**src/source/xc_config_pkg.sv**
```systemverilog
// correlator arithmetic types
package xc_config_pkg;

	// one count must hold a full window of coincidences.
	localparam int COUNT_BITS = 16;

	// samples accepted so far in the window.
	localparam int WINDOW_BITS = 16;

	typedef logic [COUNT_BITS-1:0] count_t;
	typedef logic [WINDOW_BITS-1:0] window_count_t;

	// distinct input pairs.
	function automatic int num_baselines(
		input int num_inputs
	);
		return num_inputs * (num_inputs - 1) / 2;
	endfunction

	// pulses, then autocorrelation, then cross-correlation lags.
	function automatic int payload_words(
		input int num_inputs,
		input int lag_auto,
		input int lag_cross
	);
		int auto_words;
		int cross_words;
		auto_words = num_inputs * lag_auto;
		cross_words = num_baselines(num_inputs) * (2 * lag_cross - 1);
		return num_inputs + auto_words + cross_words;
	endfunction

	// lag slots per baseline, negative through positive.
	function automatic int cross_lags(
		input int lag_cross
	);
		return 2 * lag_cross - 1;
	endfunction

endpackage

```
**src/source/xc_packet_pkg.sv**
```systemverilog
// output stream word types
package xc_packet_pkg;

	localparam int WORD_BITS = 16;

	// geometry word and sequence word.
	localparam int HEADER_WORDS = 2;

	typedef logic [WORD_BITS-1:0] word_t;

	// one nibble of header word 0.
	typedef logic [3:0] hdr_field_t;

	// feature flags, bit 0 is cross-correlation.
	localparam hdr_field_t FLAG_CROSS = 4'd1;

	typedef struct packed {
		word_t data;
		logic  first; // header word 0.
		logic  last;  // final payload word.
	} pkt_word_t;

endpackage

```
**src/source/sample_delay_line.sv**
```systemverilog
// sample history shift register
module sample_delay_line #(
	parameter int DEPTH = 1
) (
	input  logic           intclk,
	input  logic           rst,
	input  logic           shift_en,
	input  logic           din,
	output logic [DEPTH:0] taps
);

	logic [DEPTH:1] hist; // hist[k] is k accepted samples back.

	always_ff @(posedge intclk) begin
		if (rst) begin
			hist <= '0;
		end else if (shift_en) begin
			hist[1] <= din;
			for (int k = 2; k <= DEPTH; k++) begin
				hist[k] <= hist[k-1];
			end
		end
	end

	// tap 0 is the sample being accepted right now.
	assign taps = {hist, din};

	a_hold_history: assert property (
		@(posedge intclk) disable iff (rst)
		!shift_en |=> $stable(taps[DEPTH:1])
	) else $error("delay line history moved without shift_en");

endmodule

```
**src/source/coincidence_counter.sv**
```systemverilog
// windowed coincidence counter
module coincidence_counter (
	input  logic                  intclk,
	input  logic                  rst,
	input  logic                  hit,
	input  logic                  shift_en,
	input  logic                  window_end,
	output xc_config_pkg::count_t snapshot
);

	import xc_config_pkg::*;

	count_t count;      // running total of this window.
	count_t next_count;

	assign next_count = count + count_t'(hit);

	always_ff @(posedge intclk) begin
		if (rst) begin
			count <= '0;
		end else if (shift_en) begin
			if (window_end) begin
				count <= '0; // fresh window.
			end else begin
				count <= next_count;
			end
		end
	end

	// last sample of the window is included in the snapshot.
	always_ff @(posedge intclk) begin
		if (shift_en && window_end) begin
			snapshot <= next_count;
		end
	end

	a_end_with_shift: assert property (
		@(posedge intclk) disable iff (rst)
		window_end |-> shift_en
	) else $error("window_end without an accepted sample");

endmodule

```
**src/source/correlator_array.sv**
```systemverilog
// delay lines and counter array
module correlator_array #(
	parameter int NUM_INPUTS = 4,
	parameter int LAG_AUTO   = 2,
	parameter int LAG_CROSS  = 2
) (
	input  logic                  intclk,
	input  logic                  rst,
	input  logic [NUM_INPUTS-1:0] sample,
	input  logic                  shift_en,
	input  logic                  window_end,
	output xc_config_pkg::count_t
		[xc_config_pkg::payload_words(NUM_INPUTS, LAG_AUTO, LAG_CROSS)-1:0] frame,
	output logic                  frame_pending,
	input  logic                  frame_taken
);

	import xc_config_pkg::*;

	localparam int PAYLOAD_WORDS = payload_words(NUM_INPUTS, LAG_AUTO, LAG_CROSS);
	localparam int XC_LAGS       = cross_lags(LAG_CROSS);
	localparam int AUTO_BASE     = NUM_INPUTS;
	localparam int XC_BASE       = NUM_INPUTS + NUM_INPUTS * LAG_AUTO;
	localparam int MAX_LAG       = (LAG_AUTO > LAG_CROSS) ? LAG_AUTO : LAG_CROSS;
	localparam int DEPTH         = (MAX_LAG > 1) ? MAX_LAG - 1 : 1;

	logic [DEPTH:0]         taps [NUM_INPUTS];
	logic [PAYLOAD_WORDS-1:0] hits; // one coincidence per payload word.

	for (genvar a = 0; a < NUM_INPUTS; a++) begin : g_input
		sample_delay_line #(
			.DEPTH(DEPTH)
		) delay_i (
			.intclk  (intclk),
			.rst     (rst),
			.shift_en(shift_en),
			.din     (sample[a]),
			.taps    (taps[a])
		);

		assign hits[a] = taps[a][0]; // pulse count.

		for (genvar l = 0; l < LAG_AUTO; l++) begin : g_auto
			assign hits[AUTO_BASE + a * LAG_AUTO + l] = taps[a][0] & taps[a][l];
		end

		// pairs (a,b) with b above a, numbered row by row.
		for (genvar b = a + 1; b < NUM_INPUTS; b++) begin : g_pair
			localparam int PAIR = a * (2 * NUM_INPUTS - a - 1) / 2 + (b - a - 1);
			for (genvar j = 0; j < XC_LAGS; j++) begin : g_lag
				localparam int D = j - (LAG_CROSS - 1);
				if (D >= 0) begin : g_pos
					assign hits[XC_BASE + PAIR * XC_LAGS + j] = taps[a][0] & taps[b][D];
				end else begin : g_neg
					assign hits[XC_BASE + PAIR * XC_LAGS + j] = taps[a][-D] & taps[b][0];
				end
			end
		end
	end

	for (genvar w = 0; w < PAYLOAD_WORDS; w++) begin : g_count
		coincidence_counter count_i (
			.intclk    (intclk),
			.rst       (rst),
			.hit       (hits[w]),
			.shift_en  (shift_en),
			.window_end(window_end),
			.snapshot  (frame[w])
		);
	end

	// a new window end re-arms even if the old frame leaves now.
	always_ff @(posedge intclk) begin
		if (rst) begin
			frame_pending <= 1'b0;
		end else if (window_end) begin
			frame_pending <= 1'b1;
		end else if (frame_taken) begin
			frame_pending <= 1'b0;
		end
	end

	a_no_overrun: assert property (
		@(posedge intclk) disable iff (rst)
		window_end |-> (!frame_pending || frame_taken)
	) else $error("window ended over a frame still pending");

endmodule

```
**src/source/integration_control.sv**
```systemverilog
// input handshake and window count
module integration_control #(
	parameter int WINDOW_SAMPLES = 16
) (
	input  logic intclk,
	input  logic rst,
	input  logic sample_valid,
	output logic sample_ready,
	input  logic frame_pending,
	input  logic frame_taken,
	output logic shift_en,
	output logic window_end
);

	import xc_config_pkg::*;

	window_count_t win_cnt; // samples accepted this window.
	logic          last_sample;

	// snapshots are busy until the serializer takes them.
	assign sample_ready = !frame_pending || frame_taken;
	assign shift_en     = sample_valid && sample_ready;

	assign last_sample = (win_cnt == window_count_t'(WINDOW_SAMPLES - 1));
	assign window_end  = shift_en && last_sample;

	always_ff @(posedge intclk) begin
		if (rst) begin
			win_cnt <= '0;
		end else if (window_end) begin
			win_cnt <= '0;
		end else if (shift_en) begin
			win_cnt <= win_cnt + 1'b1;
		end
	end

	// upstream must hold valid until the sample is taken.
	a_valid_held: assert property (
		@(posedge intclk) disable iff (rst)
		sample_valid && !sample_ready |=> sample_valid
	) else $error("sample_valid dropped before transfer");

endmodule

```
**src/source/packet_serializer.sv**
```systemverilog
// frame to word stream serializer
module packet_serializer #(
	parameter int NUM_INPUTS = 4,
	parameter int LAG_AUTO   = 2,
	parameter int LAG_CROSS  = 2
) (
	input  logic                     intclk,
	input  logic                     rst,
	input  xc_config_pkg::count_t
		[xc_config_pkg::payload_words(NUM_INPUTS, LAG_AUTO, LAG_CROSS)-1:0] frame,
	input  logic                     frame_valid,
	output logic                     frame_ready,
	output xc_packet_pkg::pkt_word_t out_word,
	output logic                     out_valid,
	input  logic                     out_ready
);

	import xc_config_pkg::*;
	import xc_packet_pkg::*;

	localparam int PAYLOAD_WORDS = payload_words(NUM_INPUTS, LAG_AUTO, LAG_CROSS);
	localparam int MAX_WORDS     = (PAYLOAD_WORDS > HEADER_WORDS) ? PAYLOAD_WORDS : HEADER_WORDS;
	localparam int IDX_BITS      = $clog2(MAX_WORDS);

	localparam logic [IDX_BITS-1:0] LAST_HDR = IDX_BITS'(HEADER_WORDS - 1);
	localparam logic [IDX_BITS-1:0] LAST_PAY = IDX_BITS'(PAYLOAD_WORDS - 1);

	// geometry and feature word.
	localparam word_t HDR0 = {hdr_field_t'(NUM_INPUTS - 1), hdr_field_t'(LAG_AUTO - 1),
		hdr_field_t'(LAG_CROSS - 1), FLAG_CROSS};

	typedef enum logic [1:0] {
		S_IDLE,
		S_HEADER,
		S_PAYLOAD
	} ser_state_t;

	ser_state_t                  state;
	logic [IDX_BITS-1:0]         idx;     // word within header or payload.
	word_t                       seq;     // frame sequence number.
	count_t [PAYLOAD_WORDS-1:0]  frame_q;

	if (NUM_INPUTS > 16 || LAG_AUTO > 16 || LAG_CROSS > 16) begin : g_field_check
		$error("geometry does not fit the 4-bit header fields");
	end

	assign frame_ready = (state == S_IDLE);
	assign out_valid   = (state != S_IDLE);

	always_ff @(posedge intclk) begin
		if (rst) begin
			state <= S_IDLE;
			idx   <= '0;
			seq   <= '0;
		end else begin
			case (state)
				S_IDLE: if (frame_valid) begin
					state <= S_HEADER;
					idx   <= '0;
				end
				S_HEADER: if (out_ready) begin
					if (idx == LAST_HDR) begin
						state <= S_PAYLOAD;
						idx   <= '0;
					end else begin
						idx <= idx + 1'b1;
					end
				end
				S_PAYLOAD: if (out_ready) begin
					if (idx == LAST_PAY) begin
						state <= S_IDLE;
						idx   <= '0;
						seq   <= seq + 1'b1; // wraps.
					end else begin
						idx <= idx + 1'b1;
					end
				end
				default: state <= S_IDLE;
			endcase
		end
	end

	always_ff @(posedge intclk) begin
		if (state == S_IDLE && frame_valid) begin
			frame_q <= frame;
		end
	end

	// only moves on a transfer, so stalls hold it.
	always_comb begin
		out_word = '0;
		case (state)
			S_HEADER: begin
				out_word.first = (idx == '0);
				out_word.data  = (idx == '0) ? HDR0 : seq;
			end
			S_PAYLOAD: begin
				out_word.data = frame_q[idx];
				out_word.last = (idx == LAST_PAY);
			end
			default: out_word = '0;
		endcase
	end

	a_stall_stable: assert property (
		@(posedge intclk) disable iff (rst)
		out_valid && !out_ready |=> out_valid && $stable(out_word)
	) else $error("out_word changed while stalled");

endmodule

```
**src/source/correlator_top.sv**
```systemverilog
// lag correlator top level
module correlator_top #(
	parameter int NUM_INPUTS     = 4,
	parameter int LAG_AUTO       = 2,
	parameter int LAG_CROSS      = 2,
	parameter int WINDOW_SAMPLES = 16
) (
	input  logic                     intclk,
	input  logic                     rst,
	input  logic [NUM_INPUTS-1:0]    sample,
	input  logic                     sample_valid,
	output logic                     sample_ready,
	output xc_packet_pkg::pkt_word_t out_word,
	output logic                     out_valid,
	input  logic                     out_ready
);

	import xc_config_pkg::*;

	localparam int PAYLOAD_WORDS = payload_words(NUM_INPUTS, LAG_AUTO, LAG_CROSS);

	logic                       shift_en;
	logic                       window_end;
	logic                       frame_pending;
	logic                       frame_ready;
	logic                       frame_taken;
	count_t [PAYLOAD_WORDS-1:0] frame;

	// a count reaches at most WINDOW_SAMPLES.
	if (WINDOW_SAMPLES < 1 || WINDOW_SAMPLES > 2**COUNT_BITS - 1) begin : g_window_check
		$error("WINDOW_SAMPLES does not fit in a count");
	end

	assign frame_taken = frame_pending && frame_ready; // handoff to serializer.

	integration_control #(
		.WINDOW_SAMPLES(WINDOW_SAMPLES)
	) ctrl_i (
		.intclk       (intclk),
		.rst          (rst),
		.sample_valid (sample_valid),
		.sample_ready (sample_ready),
		.frame_pending(frame_pending),
		.frame_taken  (frame_taken),
		.shift_en     (shift_en),
		.window_end   (window_end)
	);

	correlator_array #(
		.NUM_INPUTS(NUM_INPUTS),
		.LAG_AUTO  (LAG_AUTO),
		.LAG_CROSS (LAG_CROSS)
	) array_i (
		.intclk       (intclk),
		.rst          (rst),
		.sample       (sample),
		.shift_en     (shift_en),
		.window_end   (window_end),
		.frame        (frame),
		.frame_pending(frame_pending),
		.frame_taken  (frame_taken)
	);

	packet_serializer #(
		.NUM_INPUTS(NUM_INPUTS),
		.LAG_AUTO  (LAG_AUTO),
		.LAG_CROSS (LAG_CROSS)
	) ser_i (
		.intclk     (intclk),
		.rst        (rst),
		.frame      (frame),
		.frame_valid(frame_pending),
		.frame_ready(frame_ready),
		.out_word   (out_word),
		.out_valid  (out_valid),
		.out_ready  (out_ready)
	);

endmodule

```
**config.mk**
```make
export PLATFORM = sky130hd
export DESIGN_NAME = correlator_top
export DESIGN_NICKNAME = d
export VERILOG_FILES = /design/src/source/xc_config_pkg.sv /design/src/source/xc_packet_pkg.sv /design/src/source/sample_delay_line.sv /design/src/source/coincidence_counter.sv /design/src/source/correlator_array.sv /design/src/source/integration_control.sv /design/src/source/packet_serializer.sv /design/src/source/correlator_top.sv
export SDC_FILE = /design/constraint.sdc
export NUM_CORES = 2
export LEC_CHECK = 0
export BUFFER_PORTS_ARGS = -buffer_cell sky130_fd_sc_hd__buf_2
export CORE_UTILIZATION = 45
export CTS_CLUSTER_SIZE = 40
export DETAILED_ROUTE_END_ITERATION = 6
export PLACE_DENSITY_LB_ADDON = 0.05
export SLEW_MARGIN = 20
export SYNTH_ARGS = -nofsm -noshare
export SYNTH_HDL_FRONTEND = slang
export SYNTH_SLANG_ARGS = --single-unit
export TNS_END_PERCENT = 10
```
**constraint.sdc**
```tcl
create_clock -name intclk -period 17.1 [get_ports intclk]
set_input_delay 3.42 -clock intclk [delete_from_list [all_inputs] [get_ports intclk]]
set_output_delay 3.42 -clock intclk [all_outputs]
set_load 0.02 [all_outputs]
```
==> results.sh <==
export IMPL_ctsRootBufferMaster="clkbuf_16"
export IMPL_first_pass_iters=7
export IMPL_yosysWarnings=0
export IMPL_place_hpwl_um=112000
export IMPL_dieArea_um2=140000
export IMPL_seq_area_um2=39300
export IMPL_cellInternalPower_mw=5.82
export IMPL_drcViolationCount=1
export IMPL_clock_skew_ns=0.0244
export IMPL_p_sw_share_pct=22.0
export IMPL_pwr_share_seq_pct=50.9
export IMPL_io_pins=28
export IMPL_rows=136
export IMPL_ant_nets=0
export IMPL_rsz0062_at_grt="no"
export IMPL_grt_ovfl_total=0
export IMPL_violations="design-rule violations"
export IMPL_syn_to_final_growth_pct=10.7
export IMPL_whs_ns=0.404
export IMPL_clockBufferDepth=3
export IMPL_timing_final_hold_violations=0
export IMPL_finalSetupViolCount=0
export IMPL_synthArstFlopShare_pct=0
export IMPL_min_path_type="reg2reg"
export IMPL_die_h_um=375
export IMPL_nNetsFinal=4968
export IMPL_fmax_ghz=0.117
export IMPL_power_density_nw_per_um2=108
export IMPL_power_frac_clock_pct=45.2
export IMPL_tightest_slew_ns=1.18
export IMPL_multi_input_area_um2=21600
export IMPL_htree_levels=4
export IMPL_ys_flop_type="edfxtp_1"
export IMPL_insertion_delay_ns=0.77
export IMPL_fin_tns_setup_ns=0
export IMPL_syn_nets=5026
export IMPL_start_kind="flop"
export IMPL_synth_most_common_cell="edfxtp_1"
export IMPL_core_area_um2=138000
export IMPL_crit_fanout=46
export IMPL_syn_area_um2=62500
export IMPL_grt_max_degree=143
export IMPL_synth_distinct_cells=77
export IMPL_synth_edf_count=960
export IMPL_critical_path_arrival_ns=5.14
export IMPL_antenna_found_initial=7
export IMPL_wl_um=176000
export IMPL_critPathKind="reg2out"
export IMPL_grt_use_total_pct=24.9
export IMPL_n_fill_cell=11911
export IMPL_grt_pass1_wl_um=260000
export IMPL_period_minus_slack_ns=8.56
export IMPL_p_leak_nw=24.2
export IMPL_worst_setup_path_end_kind="primary output"
export IMPL_syn_instance_count=4949
export IMPL_worstPathRequired_ns=13.68
export IMPL_cts_buffers=160
export IMPL_post_cts_setup_buffers=0
export IMPL_syn_avg_cell_area_um2=12.6
export IMPL_drive_above_1_share_pct=9.43
export IMPL_p_sw_mw=1.64
export IMPL_grt_pass1_vias=38375
export IMPL_drv_slew=0
export IMPL_synth_common_cells="edfxtp_1 (960), dfxtp_1 (524), nand2_1 (315)"
export IMPL_vias=40149
export IMPL_cts_num_sinks=1484
export IMPL_period_share_pct=50.1
export IMPL_place_congestion=0.867
export IMPL_wire_per_inst_um=25.8
export IMPL_slew_headroom_pct=21.1
export IMPL_fp_dieW_um=375
export IMPL_initial_core_util_pct=45.4
export IMPL_synth_top_area_share_pct=46.1
export IMPL_drv_cap=0
export IMPL_synth_seq_cells=1484
export IMPL_portBuffers=27
export IMPL_ir_drop_mv=0.0771
export IMPL_synth_seq_area_share_pct=62.9
export IMPL_cts_hold_buf=0
export IMPL_status="finished with violations"
export IMPL_drtIter0Drc=3768
export IMPL_vias_per_cell=5.88
export IMPL_synth_area_top_cells="edfxtp_1 (46%), dfxtp_1 (17%), xnor2_1 (3.4%)"
export IMPL_clk_pin_slew_ns=0.06
export IMPL_synth_top_cell_by_area="edfxtp_1"
export IMPL_p_comb_share_pct=3.9
export IMPL_ctsResizeCount=0
export IMPL_tritoncts="built"
-- per-layer routing --
layer | global-route usage [%] | part of all wire, % | vias up | wire (µm)
met2 | 40.7 | 48 | 1082 | 84300
li1 | - | - | 18610 | -
met5 | 0 | 0 | - | 0
met3 | 3.67 | 5.2 | 211 | 9170
met4 | 6.18 | 2.0 | 0 | 3580
met1 | 34.9 | 45 | 20246 | 79200
-- worst paths after layout --
| kind | from | endpoint | slack, ns | depth (start not counted) |
|---|---|---|---|---|
| min | array_i.g_count[3].count_i.snapshot[5] | ser_i.frame_q[53] | 0.40 | 0 |
| max | ser_i.idx[1] | out_word[2] | 8.54 | 7 |
| max reg2reg | ser_i.state[1] | array_i.g_count[27].count_i.count[6] | 11.87 | 9 |
| min reg2reg | array_i.g_count[3].count_i.snapshot[5] | ser_i.frame_q[53] | 0.40 | 0 |
-- stage by stage --
| stage | instance area (µm²) | setup WS (ns) | util [%] | power [mW] | instances |
|---|---|---|---|---|---|
| after detailed placement | 64000 | 9.24 | 46.5 | 4.17 | 6523 |
| after floorplan | 62500 | 4.70 | - | 4.04 | 4949 |
| final | 69100 | 8.54 | 50.2 | 7.46 | 6824 |
| after global placement | 64000 | 9.41 | 46.5 | 4.17 | 6523 |
| after CTS | 69100 | 8.40 | 50.2 | 7.54 | 6820 |
| after global routing | 69100 | 8.24 | 50.2 | 7.69 | 6820 |
-- sequential cells by signal (all words and copies together), names as in the netlist --
name,flops
ser_i.seq,16
array_i.g_count.count_i.count,480
array_i.g_count.count_i.snapshot,480
ser_i.frame_q,480
array_i.g_input.delay_i.hist,4
ser_i.idx,5
array_i.frame_pending,1
ser_i.state,2
ctrl_i.win_cnt,16
-- worst max-delay path: stages, from the launching register on --
cell	delay, ns
dfxtp_4	0.95
buf_4	0.68
buf_4	0.69
mux4_2	0.59
and2_1	0.17
o41ai_1	0.54
o21ai_0	0.42
buf_2	0.28
-- cells by family after synthesis --
family	count (synthesis)	synth area share [%]
AO/OA/AOI/OAI	985	10.4
XOR/XNOR	452	6.34
adder cells (fa/ha/maj)	69	1.38
buffers and inverters	373	2.61
flip-flops	1484	62.9
multiplexers	169	4.36
AND/OR/NAND/NOR	1417	12.0
-- layout make-up --
class                           instances  share of cell area (%)
Clock buffer                          236                    6.74
Timing Repair Buffer                   82                   0.843
Inverter                               71                   0.393
Clock inverter                         61                   0.624
Tap cell                             1794                    3.25
Sequential cell                      1484                    56.9
Antenna cell                            4                  0.0145
Multi-Input combinational cell       3092                    31.3
-- power groups by stage --
stage               registers (mW)  logic, mW  clock network [mW]
finish                        3.80      0.290                3.37
global placement              3.87      0.292                   0
global route                  3.80      0.305                3.59
detailed placement            3.87      0.292                   0
floorplan                     3.86      0.186                   0
CTS                           3.80      0.292                3.45
-- cells in the final DEF, fill, tap and decap left out, types with 82 or more instances in the layout --
cell / n
edfxtp_1: 960
dfxtp_1: 520
nand2_1: 313
a21oi_1: 281
nor2_1: 245
xnor2_1: 241
nand3_1: 223
xor2_1: 211
o21ai_0: 206
clkbuf_16: 169
and3_1: 94
nand4_1: 89
nor3_1: 87
mux2i_1: 84
mux4_2: 82
(Power assumes the default switching activity.)
